--- src/hw/div_status_pkg.sv ---
// Flags are not exclusive; an underflow result also carries zero_result
`default_nettype none

package div_status_pkg;

    // ------------------------------------------------------------------
    // Result flags of one division, msb first
    // ------------------------------------------------------------------
    typedef struct packed {
        // Divisor exponent field was zero, result forced to +0
        logic div_by_zero;
        // Exponent above the finite range, result is signed infinity
        logic overflow;
        // Exponent below one, result flushed to signed zero
        logic underflow;
        // Result word is a zero of either sign
        logic zero_result;
    } div_status_s;

endpackage

`default_nettype wire

--- src/hw/fp_format_pkg.sv ---
// Binary32 layout only; subnormal, NaN and infinity encodings get no types of their own
`default_nettype none

package fp_format_pkg;

    // ------------------------------------------------------------------
    // Field widths of one binary32 word
    // ------------------------------------------------------------------
    localparam int FP_WORD_W = 32;
    localparam int FP_EXP_W  = 8;
    localparam int FP_FRAC_W = 23;
    // Significand including the hidden one
    localparam int FP_MANT_W = FP_FRAC_W + 1;

    // Exponent bias and largest finite biased exponent
    localparam int FP_EXP_BIAS = 127;
    localparam int FP_EXP_MAX  = (1 << FP_EXP_W) - 2;

    // ------------------------------------------------------------------
    // Word views
    // ------------------------------------------------------------------
    // Sign, biased exponent, fraction from msb down
    typedef struct packed {
        logic                 sign;
        logic [FP_EXP_W-1:0]  exp;
        logic [FP_FRAC_W-1:0] frac;
    } fp32_fields_s;

    // Same 32 bits, either as a plain vector or split into fields
    typedef union packed {
        logic [FP_WORD_W-1:0] raw;
        fp32_fields_s         f;
    } fp32_word_u;

    // Signed infinity, all-ones exponent and empty fraction
    localparam logic [FP_WORD_W-1:0] fp32_inf_pos = 32'h7F80_0000;
    localparam logic [FP_WORD_W-1:0] fp32_inf_neg = 32'hFF80_0000;

endpackage

`default_nettype wire

--- src/hw/mant_div_if.sv ---
// One division at a time; start is ignored by a busy divider and quotient holds until next start
`default_nettype none

interface mant_div_if #(
    parameter int DIV_W = 48
);

    // ------------------------------------------------------------------
    // Request side, driven by the controller
    // ------------------------------------------------------------------
    // Single-cycle pulse, operands sampled on it
    logic             start;
    logic [DIV_W-1:0] dividend;
    logic [DIV_W-1:0] divisor;

    // ------------------------------------------------------------------
    // Result side, driven by the divider
    // ------------------------------------------------------------------
    logic [DIV_W-1:0] quotient;
    // Single-cycle pulse, quotient valid from here on
    logic             done;

    modport controller (
        output start, dividend, divisor,
        input  quotient, done
    );

    modport divider (
        input  start, dividend, divisor,
        output quotient, done
    );

endinterface

`default_nettype wire

--- src/hw/float_div_ctrl.sv ---
// Operands stable from req until ack; no NaN or infinity inputs, subnormals read as zero, truncates
`default_nettype none

module float_div_ctrl
    import fp_format_pkg::*;
    import div_status_pkg::*;
#(
    parameter int DIV_W = 48
) (
    input  logic            clk_sys,
    input  logic            rst_sys_n,
    input  logic            req,
    input  fp32_word_u      opnd_a,
    input  fp32_word_u      opnd_b,
    output logic            ack,
    output fp32_word_u      quot,
    output div_status_s     status,
    mant_div_if.controller  div
);

    // Sequencer states
    localparam logic [2:0] ST_IDLE     = 3'd0;
    localparam logic [2:0] ST_UNPACK   = 3'd1;
    localparam logic [2:0] ST_EXPON    = 3'd2;
    localparam logic [2:0] ST_DIV_WAIT = 3'd3;
    localparam logic [2:0] ST_NORM     = 3'd4;
    localparam logic [2:0] ST_CLASS    = 3'd5;
    localparam logic [2:0] ST_DONE     = 3'd6;
    localparam logic [2:0] ST_RELEASE  = 3'd7;

    // Finite exponent range, as signed 10 bit
    localparam logic signed [9:0] EXP_MAX_S = 10'(FP_EXP_MAX);
    localparam logic signed [9:0] EXP_MIN_S = 10'sd1;

    logic [2:0]            state;
    logic [2:0]            state_nxt;
    logic                  start_r;
    logic                  sign_r;
    logic [FP_MANT_W-1:0]  mant_a_r;
    logic [FP_MANT_W-1:0]  mant_b_r;
    logic signed [9:0]     exp_r;
    logic [FP_FRAC_W-1:0]  frac_r;
    fp32_word_u            res_word;
    div_status_s           res_status;

    // ------------------------------------------------------------------
    // State sequence
    // ------------------------------------------------------------------
    always_comb begin
        state_nxt = state;
        case (state)
            ST_IDLE:     if (req) state_nxt = ST_UNPACK;
            // Zero divisor skips the mantissa division
            ST_UNPACK:   state_nxt = (opnd_b.f.exp == '0) ? ST_CLASS : ST_EXPON;
            ST_EXPON:    state_nxt = ST_DIV_WAIT;
            ST_DIV_WAIT: if (div.done) state_nxt = ST_NORM;
            ST_NORM:     state_nxt = ST_CLASS;
            ST_CLASS:    state_nxt = ST_DONE;
            // Hold the result while the requester keeps req high
            ST_DONE:     if (!req) state_nxt = ST_RELEASE;
            ST_RELEASE:  state_nxt = ST_IDLE;
            default:     state_nxt = ST_IDLE;
        endcase
    end

    always_ff @(posedge clk_sys or negedge rst_sys_n) begin
        if (!rst_sys_n) begin
            state <= ST_IDLE;
        end else begin
            state <= state_nxt;
        end
    end

    // ------------------------------------------------------------------
    // Datapath
    // ------------------------------------------------------------------
    always_ff @(posedge clk_sys) begin
        case (state)
            ST_UNPACK: begin
                sign_r   <= opnd_a.f.sign ^ opnd_b.f.sign;
                // Hidden bit only for a nonzero exponent field
                mant_a_r <= {opnd_a.f.exp != '0, opnd_a.f.frac};
                mant_b_r <= {opnd_b.f.exp != '0, opnd_b.f.frac};
            end
            ST_EXPON: begin
                exp_r <= {2'b00, opnd_a.f.exp} - {2'b00, opnd_b.f.exp} + 10'(FP_EXP_BIAS);
            end
            ST_NORM: begin
                // Ratio of at least one lands the leading one at bit 24
                if (div.quotient[FP_MANT_W]) begin
                    frac_r <= div.quotient[FP_MANT_W-1:1];
                end else begin
                    frac_r <= div.quotient[FP_MANT_W-2:0];
                    exp_r  <= exp_r - 10'sd1;
                end
            end
            default: begin
            end
        endcase
    end

    // Scaled so the quotient keeps 24 fraction bits
    assign div.start    = start_r;
    assign div.dividend = DIV_W'(mant_a_r) << FP_MANT_W;
    assign div.divisor  = DIV_W'(mant_b_r);

    // ------------------------------------------------------------------
    // Result classification, highest priority first
    // ------------------------------------------------------------------
    always_comb begin
        res_word.raw = '0;
        res_status   = '0;
        if (!mant_b_r[FP_MANT_W-1]) begin
            // Always +0, sign dropped
            res_status.div_by_zero = 1'b1;
        end else if (!mant_a_r[FP_MANT_W-1]) begin
            res_word.f.sign        = sign_r;
            res_status.zero_result = 1'b1;
        end else if (exp_r > EXP_MAX_S) begin
            res_word.raw        = sign_r ? fp32_inf_neg : fp32_inf_pos;
            res_status.overflow = 1'b1;
        end else if (exp_r < EXP_MIN_S) begin
            res_word.f.sign        = sign_r;
            res_status.underflow   = 1'b1;
            res_status.zero_result = 1'b1;
        end else begin
            res_word.f.sign = sign_r;
            res_word.f.exp  = exp_r[FP_EXP_W-1:0];
            res_word.f.frac = frac_r;
        end
    end

    // Handshake and result registers
    always_ff @(posedge clk_sys or negedge rst_sys_n) begin
        if (!rst_sys_n) begin
            start_r <= 1'b0;
            ack     <= 1'b0;
            quot    <= '0;
            status  <= '0;
        end else begin
            start_r <= (state == ST_EXPON);
            if (state == ST_CLASS) begin
                quot   <= res_word;
                status <= res_status;
                ack    <= 1'b1;
            end else if (state == ST_RELEASE) begin
                ack <= 1'b0;
            end
        end
    end

endmodule

`default_nettype wire

--- src/hw/float_div_top.sv ---
// Four-phase req/ack, one division in flight; DIV_W must be at least 2 * 24 for the mantissa path
`default_nettype none

module float_div_top #(
    parameter int DIV_W = 48
) (
    input  logic        clk_sys,
    input  logic        rst_sys_n,
    input  logic        req,
    input  logic [31:0] opnd_a,
    input  logic [31:0] opnd_b,
    output logic        ack,
    output logic [31:0] quot,
    output logic [3:0]  status
);

    // ------------------------------------------------------------------
    // Mantissa divide channel
    // ------------------------------------------------------------------
    mant_div_if #(.DIV_W(DIV_W)) div_bus ();

    // Handshake, exponent path and classification
    float_div_ctrl #(
        .DIV_W      (DIV_W)
    ) u_ctrl (
        .clk_sys    (clk_sys),
        .rst_sys_n  (rst_sys_n),
        .req        (req),
        .opnd_a     (opnd_a),
        .opnd_b     (opnd_b),
        .ack        (ack),
        .quot       (quot),
        .status     (status),
        .div        (div_bus.controller)
    );

    // Shared iterative divider
    mant_divider #(
        .DIV_W      (DIV_W)
    ) u_mant_div (
        .clk_sys    (clk_sys),
        .rst_sys_n  (rst_sys_n),
        .div        (div_bus.divider)
    );

endmodule

`default_nettype wire

--- src/hw/mant_divider.sv ---
// Unsigned restoring divide, one quotient bit per clock; divide by zero returns all ones
`default_nettype none

module mant_divider #(
    parameter int DIV_W = 48
) (
    input  logic           clk_sys,
    input  logic           rst_sys_n,
    mant_div_if.divider    div
);

    localparam int CNT_W = $clog2(DIV_W + 1);

    logic             busy;
    logic             done_q;
    logic [CNT_W-1:0] bit_cnt;
    // Dividend bits leave at the top, quotient bits enter at the bottom
    logic [DIV_W-1:0] shift_q;
    logic [DIV_W-1:0] rem_q;
    logic [DIV_W-1:0] divisor_q;
    logic [DIV_W:0]   trial;
    logic [DIV_W+1:0] diff;
    logic             q_bit;

    // ------------------------------------------------------------------
    // Trial subtraction
    // ------------------------------------------------------------------
    always_comb begin
        // Partial remainder with the next dividend bit shifted in
        trial = {rem_q, shift_q[DIV_W-1]};
        diff  = {1'b0, trial} - {2'b00, divisor_q};
        // No borrow means the divisor fits
        q_bit = ~diff[DIV_W+1];
    end

    // ------------------------------------------------------------------
    // Control
    // ------------------------------------------------------------------
    always_ff @(posedge clk_sys or negedge rst_sys_n) begin
        if (!rst_sys_n) begin
            busy    <= 1'b0;
            done_q  <= 1'b0;
            bit_cnt <= '0;
        end else begin
            done_q <= 1'b0;
            if (!busy) begin
                if (div.start) begin
                    busy    <= 1'b1;
                    bit_cnt <= '0;
                end
            end else begin
                bit_cnt <= bit_cnt + 1'b1;
                // Last quotient bit this cycle
                if (bit_cnt == CNT_W'(DIV_W - 1)) begin
                    busy   <= 1'b0;
                    done_q <= 1'b1;
                end
            end
        end
    end

    // Payload registers
    always_ff @(posedge clk_sys) begin
        if (!busy && div.start) begin
            shift_q   <= div.dividend;
            divisor_q <= div.divisor;
            rem_q     <= '0;
        end else if (busy) begin
            shift_q <= {shift_q[DIV_W-2:0], q_bit};
            // Restore on borrow, keep the difference otherwise
            rem_q   <= q_bit ? diff[DIV_W-1:0] : trial[DIV_W-1:0];
        end
    end

    assign div.quotient = shift_q;
    assign div.done     = done_q;

endmodule

`default_nettype wire

--- config.mk ---
export PLATFORM = sky130hd
export DESIGN_NAME = float_div_top
export DESIGN_NICKNAME = d
export VERILOG_FILES = /design/src/hw/div_status_pkg.sv /design/src/hw/fp_format_pkg.sv /design/src/hw/mant_div_if.sv /design/src/hw/float_div_ctrl.sv /design/src/hw/float_div_top.sv /design/src/hw/mant_divider.sv
export SDC_FILE = /design/constraint.sdc
export NUM_CORES = 1
export LEC_CHECK = 0
export ABC_AREA = 1
export BUFFER_PORTS_ARGS = -buffer_cell sky130_fd_sc_hd__buf_2
export CAP_MARGIN = 20
export CORE_MARGIN = 4
export CORE_UTILIZATION = 55
export DETAILED_ROUTE_END_ITERATION = 8
export PLACE_DENSITY = 0.72
export SLEW_MARGIN = 10
export SYNTH_ARGS = -nofsm -noshare
export SYNTH_HDL_FRONTEND = slang
export SYNTH_SLANG_ARGS = --single-unit
--- constraint.sdc ---
create_clock -name clk_sys -period 4.45 [get_ports clk_sys]
set_clock_uncertainty 0.05 [all_clocks]
set_input_delay 0.445 -clock clk_sys [delete_from_list [all_inputs] [get_ports clk_sys]]
set_output_delay 0.445 -clock clk_sys [all_outputs]
set_load 0.01 [all_outputs]
==> impl_metrics.ini, run 1 <==
[cts]
cts_resized = 0
clk_pin_slew_ns = 0.07
root_buffer = clkbuf_16
postCtsHoldBufs = 11
cts.sinks = 251
clock_latency_ns = 0.55
h-tree-depth = 1
cts_setup_buffers = 0
cts_tree = done
cts_buffers = 27
clockBufferDepth = 3

[setup_path]
critPathArrivalTime_ns = 3.40
critical_path_depth = 13
critical_path.top_delay_family = simple AND/OR/NAND/NOR gates
r2r.worst_path.cells = 13
required_ns = 4.78
cp_max_fo = 25
critPathKind = reg2reg
timing.critical_path.buf_inv = 3
cpMostUsedCell = nand2_1
startpoint_type = flip-flop
cp_cell_sequence = inv_1 > ha_1 > nand2_1 > inv_1 > a21oi_1 > nand3_2 > nand2_1 > nand2_1 > nand2_2 > nand2_2 > buf_12 > nand3_1 > o21ai_0
slowest_delay_ns = 0.47
cp-end-kind = flip-flop
crit_slowest_cell = nand2_2

[grt]
grt_use_total_pct = 23.4
grt-ovfl-total = 0
antenna_found_initial = 0
grt_pass1_wl_mm = 50.9
grt_max_degree = 54
grt_pass1_vias = 10500

[floorplan]
rows = 56
start_util_pct = 56.0
coreArea_um2 = 23500
die_x_um = 163
die_area_um2 = 26500
ioPinCount = 104
die_y_um = 163

[routing]
routed_wl_mm = 30.4
drc = 0
avgViaCountPerCell = 5.09
drt-initial-drc-count = 778
first_pass_iters = 5
num_vias = 10700
wl_per_cell_um = 14.4
antenna_left = 0

[final_layout]
insertedDiodeCount = 0
drive_gt1_share_pct = 11.1
fin_nets = 1875
area_growth_pct = 13.8
fin_cells = 2110
nFillCells = 2080
multi_input_area_um2 = 5300
seqCellArea_um2 = 6570
fin_util_pct = 63.8

[timing]
timing.setup.tns_ns = 0
fin_ws_ns = 1.38
max_freq_mhz = 326
final-setup-viol-count = 0
rsz0062_at_grt = false
slew_viol_final = 0
worstMarginPinSlew_ns = 1.06
hold_viol = 0
holdWs_ns = 0.0228
slew_headroom_pct = 28.9
fin_crit_ns = 3.07
post-route-period-util_pct = 68.9

[logic_synthesis]
synth_mux_area_share_pct = 0.0759
yosys.area.top_type = edfxtp_1
netlist-cell-type-count = 43
synth_seq_area_share_pct = 49.8
synth_top_family_by_area = simple AND/OR/NAND/NOR gates
synth_common_cells = nand2_1, inv_1, edfxtp_1
synth_compound_area_share_pct = 7.98
ys.flop_type = edfxtp_1
syn_area_um2 = 13200
synthesis.nets = 1763
synth.avg_cell_area_um2 = 7.96
synthArstFlopShare_pct = 19.5
ys_ff_latch = 251
yosys_warnings = 0
synthXorXnorAreaFrac_pct = 1.66
synthAdderAreaFrac_pct = 3.66
ys_top_cells_by_area = edfxtp_1, nand2_1, dfxtp_1
yosys.area_share.simple_pct = 26.7
synthesis.instances = 1658
synth_top_area_share_pct = 29.6
synth_most_common_cell = nand2_1
synth_edf_count = 130

[power]
p_sw_uw = 4010
powerDensity_nw_per_um2 = 680
swShare_pct = 39.2
share_comb_of_total_power_pct = 39.1
leakagePower_uw = 0.00743
p_int_uw = 6200
clock_power_share_pct = 21.9
vdd_ir_drop_max_mv = 0.410
power_frac_seq_pct = 39.0

[placement]
routabilityCongestion = 1.01
portBuffers = 103
dp_worst_setup_slack_ns = 1.41
dp_hpwl_mm = 22.4
dp_cells = 2049

[hold_path]
hp-class = in2reg
worstHoldPathCells = 1

[status]
outcome = finished clean

[run]
max-cap-violations = 0
==> state kept, by name, summed over array words and instances, names as in the netlist <==
register / count
u_mant_div.divisor_q: 24
u_ctrl.mant_b_r: 24
u_ctrl.ack: 1
u_ctrl.exp_r: 10
u_ctrl.mant_a_r: 24
u_mant_div.busy: 1
u_mant_div.bit_cnt: 6
u_ctrl.quot: 32
u_mant_div.rem_q: 48
u_mant_div.div.quotient: 48
u_ctrl.status: 4
u_ctrl.state: 3
u_ctrl.frac_r: 23
u_ctrl.div.start: 1
u_ctrl.sign_r: 1
u_mant_div.div.done: 1
==> kinds of logic after synthesis <==
| kind of cell | Yosys count |
|---|---|
| mux | 1 |
| fa+ha+maj | 38 |
| buf+inv | 340 |
| flops | 251 |
| xor+xnor | 25 |
| simple gates | 823 |
| compound gates | 180 |
==> worst paths after layout <==
| path | from | endpoint | slack, ns |
|---|---|---|---|
| max | u_mant_div.divisor_q[8] | u_mant_div.rem_q[29] | 1.38 |
| min | opnd_a[13] | u_ctrl.mant_a_r[13] | 0.02 |
| max reg2reg | u_mant_div.divisor_q[8] | u_mant_div.rem_q[29] | 1.38 |
| min reg2reg | u_ctrl.mant_b_r[2] | u_mant_div.divisor_q[2] | 0.37 |
| max in group asynchronous | rst_sys_n | u_mant_div.busy | 3.39 |
| min in group asynchronous | rst_sys_n | u_ctrl.quot[11] | 0.50 |
==> routing by layer <==
metal / track usage [%] / wire [um]
met1: 32.7 / 14100
met2: 38.8 / 14000
met3: 3.32 / 1590
met4: 6.10 / 663
met5: 0 / 0
==> cell usage in the layout, fill, tap and decap left out, types with 3 or more instances in the layout <==
cell type,netlist,final
nor4_1,4,4
edfxtp_1,130,130
inv_2,2,3
nor2_4,1,3
nand3_1,118,118
clkbuf_8,0,4
nand2_1,512,512
nor2_2,6,8
nor3_1,11,11
nand4_1,20,20
o21ai_1,4,4
nand2_2,3,3
clkinv_2,0,7
buf_2,8,103
inv_1,295,294
dlygate4sd3_1,0,11
clkinv_1,2,3
nand3_2,20,20
nand3b_1,9,9
a21oi_1,32,32
o22ai_1,25,25
o21ai_0,82,82
clkbuf_1,18,4
a22o_1,23,23
xor2_1,10,10
buf_4,5,9
ha_1,37,37
clkbuf_16,0,29
o211ai_1,5,5
o21a_1,3,3
dfxtp_1,72,72
nor2_1,115,111
dfrtp_1,49,48
xnor2_1,15,15
==> layout make-up <==
type,instances,share of cell area [%]
inverters,299,7.47
clock buffers,37,5.30
flip-flops and latches,251,43.8
multi-input cells,1067,35.3
repair buffers,124,4.75
well taps,319,2.66
clock inverters,13,0.733
==> per-stage QoR <==
step / total power [uW] / cell area, um^2
2_1_floorplan: 6850 / 13200
3_3_place_gp: 7880 / 14000
3_5_place_dp: 7980 / 14000
4_1_cts: 10300 / 15000
5_1_grt: 11100 / 15000
6_report: 10200 / 15000
==> power by group through the flow <==
stage	Combinational [uW]	Sequential, uW	Clock (uW)
global placement	3890	3990	0
detailed placement	3970	4010	0
global route	4590	4090	2400
CTS	4000	3980	2280
floorplan	2920	3930	0
finish	4000	3980	2240
Power figures use the tool's default switching activity.
==> run 2: changes to the inputs <==
==> constraint.sdc (replaced) <==
create_clock -name clk_sys -period 2.9 [get_ports clk_sys]
set_clock_uncertainty 0.05 [all_clocks]
set_input_delay 0.29 -clock clk_sys [delete_from_list [all_inputs] [get_ports clk_sys]]
set_output_delay 0.29 -clock clk_sys [all_outputs]
set_load 0.01 [all_outputs]
==> run 2 against run 1 <==
Non-clock buffer count grew 46. Sequential power grew 54%. Final area grew 2.7%. First-iteration DRC count grew 7.2%. Highest routed layer unchanged.
==> impl_metrics.ini, run 2 (same netlist as run 1, synthesis figures left out) <==
[grt]
grt_use_met1_pct = 34.3
grt_use_total_pct = 25.1
antenna_found_initial = 0
grt_pass1_vias = 10800
grt_pass1_wl_mm = 54.1
grt.busiest_layer = met2
grt_max_degree = 51
grt-ovfl-total = 0
use_met2_pct = 42.3
grt_use_met3_pct = 3.64

[timing]
rsz0062_at_grt = false
worstMarginPinSlew_ns = 0.791
slew_headroom_pct = 47.3
timing.setup.tns_ns = 0
hold_viol = 0
fin_ws_ns = 0.200
fin_crit_ns = 2.70
slew_viol_final = 0
holdWs_ns = 0.0353
final-setup-viol-count = 0
max_freq_mhz = 370
post-route-period-util_pct = 93.1

[cts]
clock_latency_ns = 0.55
clockBufferDepth = 3
cts_tree = done
cts_buffers = 26
clk_pin_slew_ns = 0.06
cts_resized = 0
h-tree-depth = 1
cts.sinks = 251
cts_setup_buffers = 0
postCtsHoldBufs = 50
root_buffer = clkbuf_16

[final_layout]
nFillCells = 1990
multi_input_area_um2 = 5300
fin_util_pct = 65.5
fin_cells = 2153
insertedDiodeCount = 0
layout_common_cells = nand2_1, inv_1, edfxtp_1
seqCellArea_um2 = 6570
drive_gt1_share_pct = 10.9
final_common_cell = nand2_1
area_growth_pct = 16.9
fin_nets = 1920

[run]
max-cap-violations = 0

[floorplan]
rows = 56
die_area_um2 = 26500
ioPinCount = 104
coreArea_um2 = 23500
die_y_um = 163
start_util_pct = 56.0
die_x_um = 163

[routing]
drt-initial-drc-count = 834
drc = 0
wl_per_cell_um = 15.3
antenna_left = 0
num_vias = 11100
first_pass_iters = 5
routed_wl_mm = 32.9
avgViaCountPerCell = 5.17

[setup_path]
cpMostUsedCell = nand2_1
r2r-start = u_mant_div.divisor_q[0]
cp_max_fo = 4
critPathArrivalTime_ns = 3.12
critical_path.top_delay_family = simple AND/OR/NAND/NOR gates
crit_start = u_mant_div.divisor_q[0]
startpoint_type = flip-flop
required_ns = 3.32
slowest_delay_ns = 0.43
timing.critical_path.buf_inv = 1
critPathKind = reg2reg
cp_cell_sequence = ha_1 > fa_1 > inv_1 > nand3_1 > nand2_1 > nand2_1 > nand2_1 > nand2_1 > nand2_1 > nand3_1 > nand2_1 > nand2_1 > nand2_1 > nand3_2 > nand2_1
cp-end-kind = flip-flop
crit_slowest_cell = fa_1

[placement]
dp_cells = 2056
routabilityCongestion = 0.976
dp_worst_setup_slack_ns = 0.310
dp_hpwl_mm = 23.0
portBuffers = 103

[hold_path]
worstHoldStart = req
hp-class = in2reg

[power]
vdd_ir_drop_max_mv = 0.680
leakagePower_uw = 0.00759
powerDensity_nw_per_um2 = 1020

[status]
outcome = finished clean
[run 2: cell types whose count changed in the layout (fill, tap and decap cells not counted), sizes merged]
cell         delta
clkinv          -1
bufinv          +1
clkinvlp        +2
inv             -3
clkbuf          -2
buf             +7
dlygate4sd3    +39
[run 2: through the flow]
stage	instance area [um^2]	total power, uW
global route	15400	17000
detailed placement	14100	12400
CTS	15400	15800
global placement	14100	12200
finish	15400	15700
floorplan	13200	10500
[run 2: final timing paths]
path	slack, ns	depth (start not counted)	end
worst min register to register	0.37	0	u_mant_div.divisor_q[4]
worst min-delay path	0.04	4	u_ctrl.state[0]
worst max-delay path	0.20	15	u_mant_div.rem_q[46]
max in group asynchronous	1.75	3	u_ctrl.ack
min in group asynchronous	0.31	2	u_ctrl.quot[30]
worst max register to register	0.20	15	u_mant_div.rem_q[46]
[run 2: cell type report]
cell class | count | share of cell area, %
sequential | 251 | 42.6
multi-input combinational | 1067 | 34.4
timing repair buffer | 170 | 7.66
inverter | 299 | 7.28
clock buffer | 35 | 4.70
tap | 319 | 2.59
clock inverter | 12 | 0.795
[run 2: layer usage]
layer / share of wire [%] / wire length (um)
met5: 0 / 0
met3: 5.4 / 1780
met4: 2.3 / 772
met1: 45 / 14700
met2: 48 / 15700
[run 2: worst register-to-register path, stage by stage, from the launching register on]
cell and delay (ns):
edfxtp_1 0.38, ha_1 0.24, fa_1 0.43, inv_1 0.11, nand3_1 0.07, nand2_1 0.19
nand2_1 0.07, nand2_1 0.25, nand2_1 0.09, nand2_1 0.23, nand3_1 0.18, nand2_1 0.09
nand2_1 0.05, nand2_1 0.07, nand3_2 0.05, nand2_1 0.08
[run 2: where the power goes]
part           internal [uW]  total, uW  switching (uW)
Combinational           2260       6310            4050
Clock                   1930       3300            1380
Sequential              5330       6110             782
Total                   9510      15700            6210
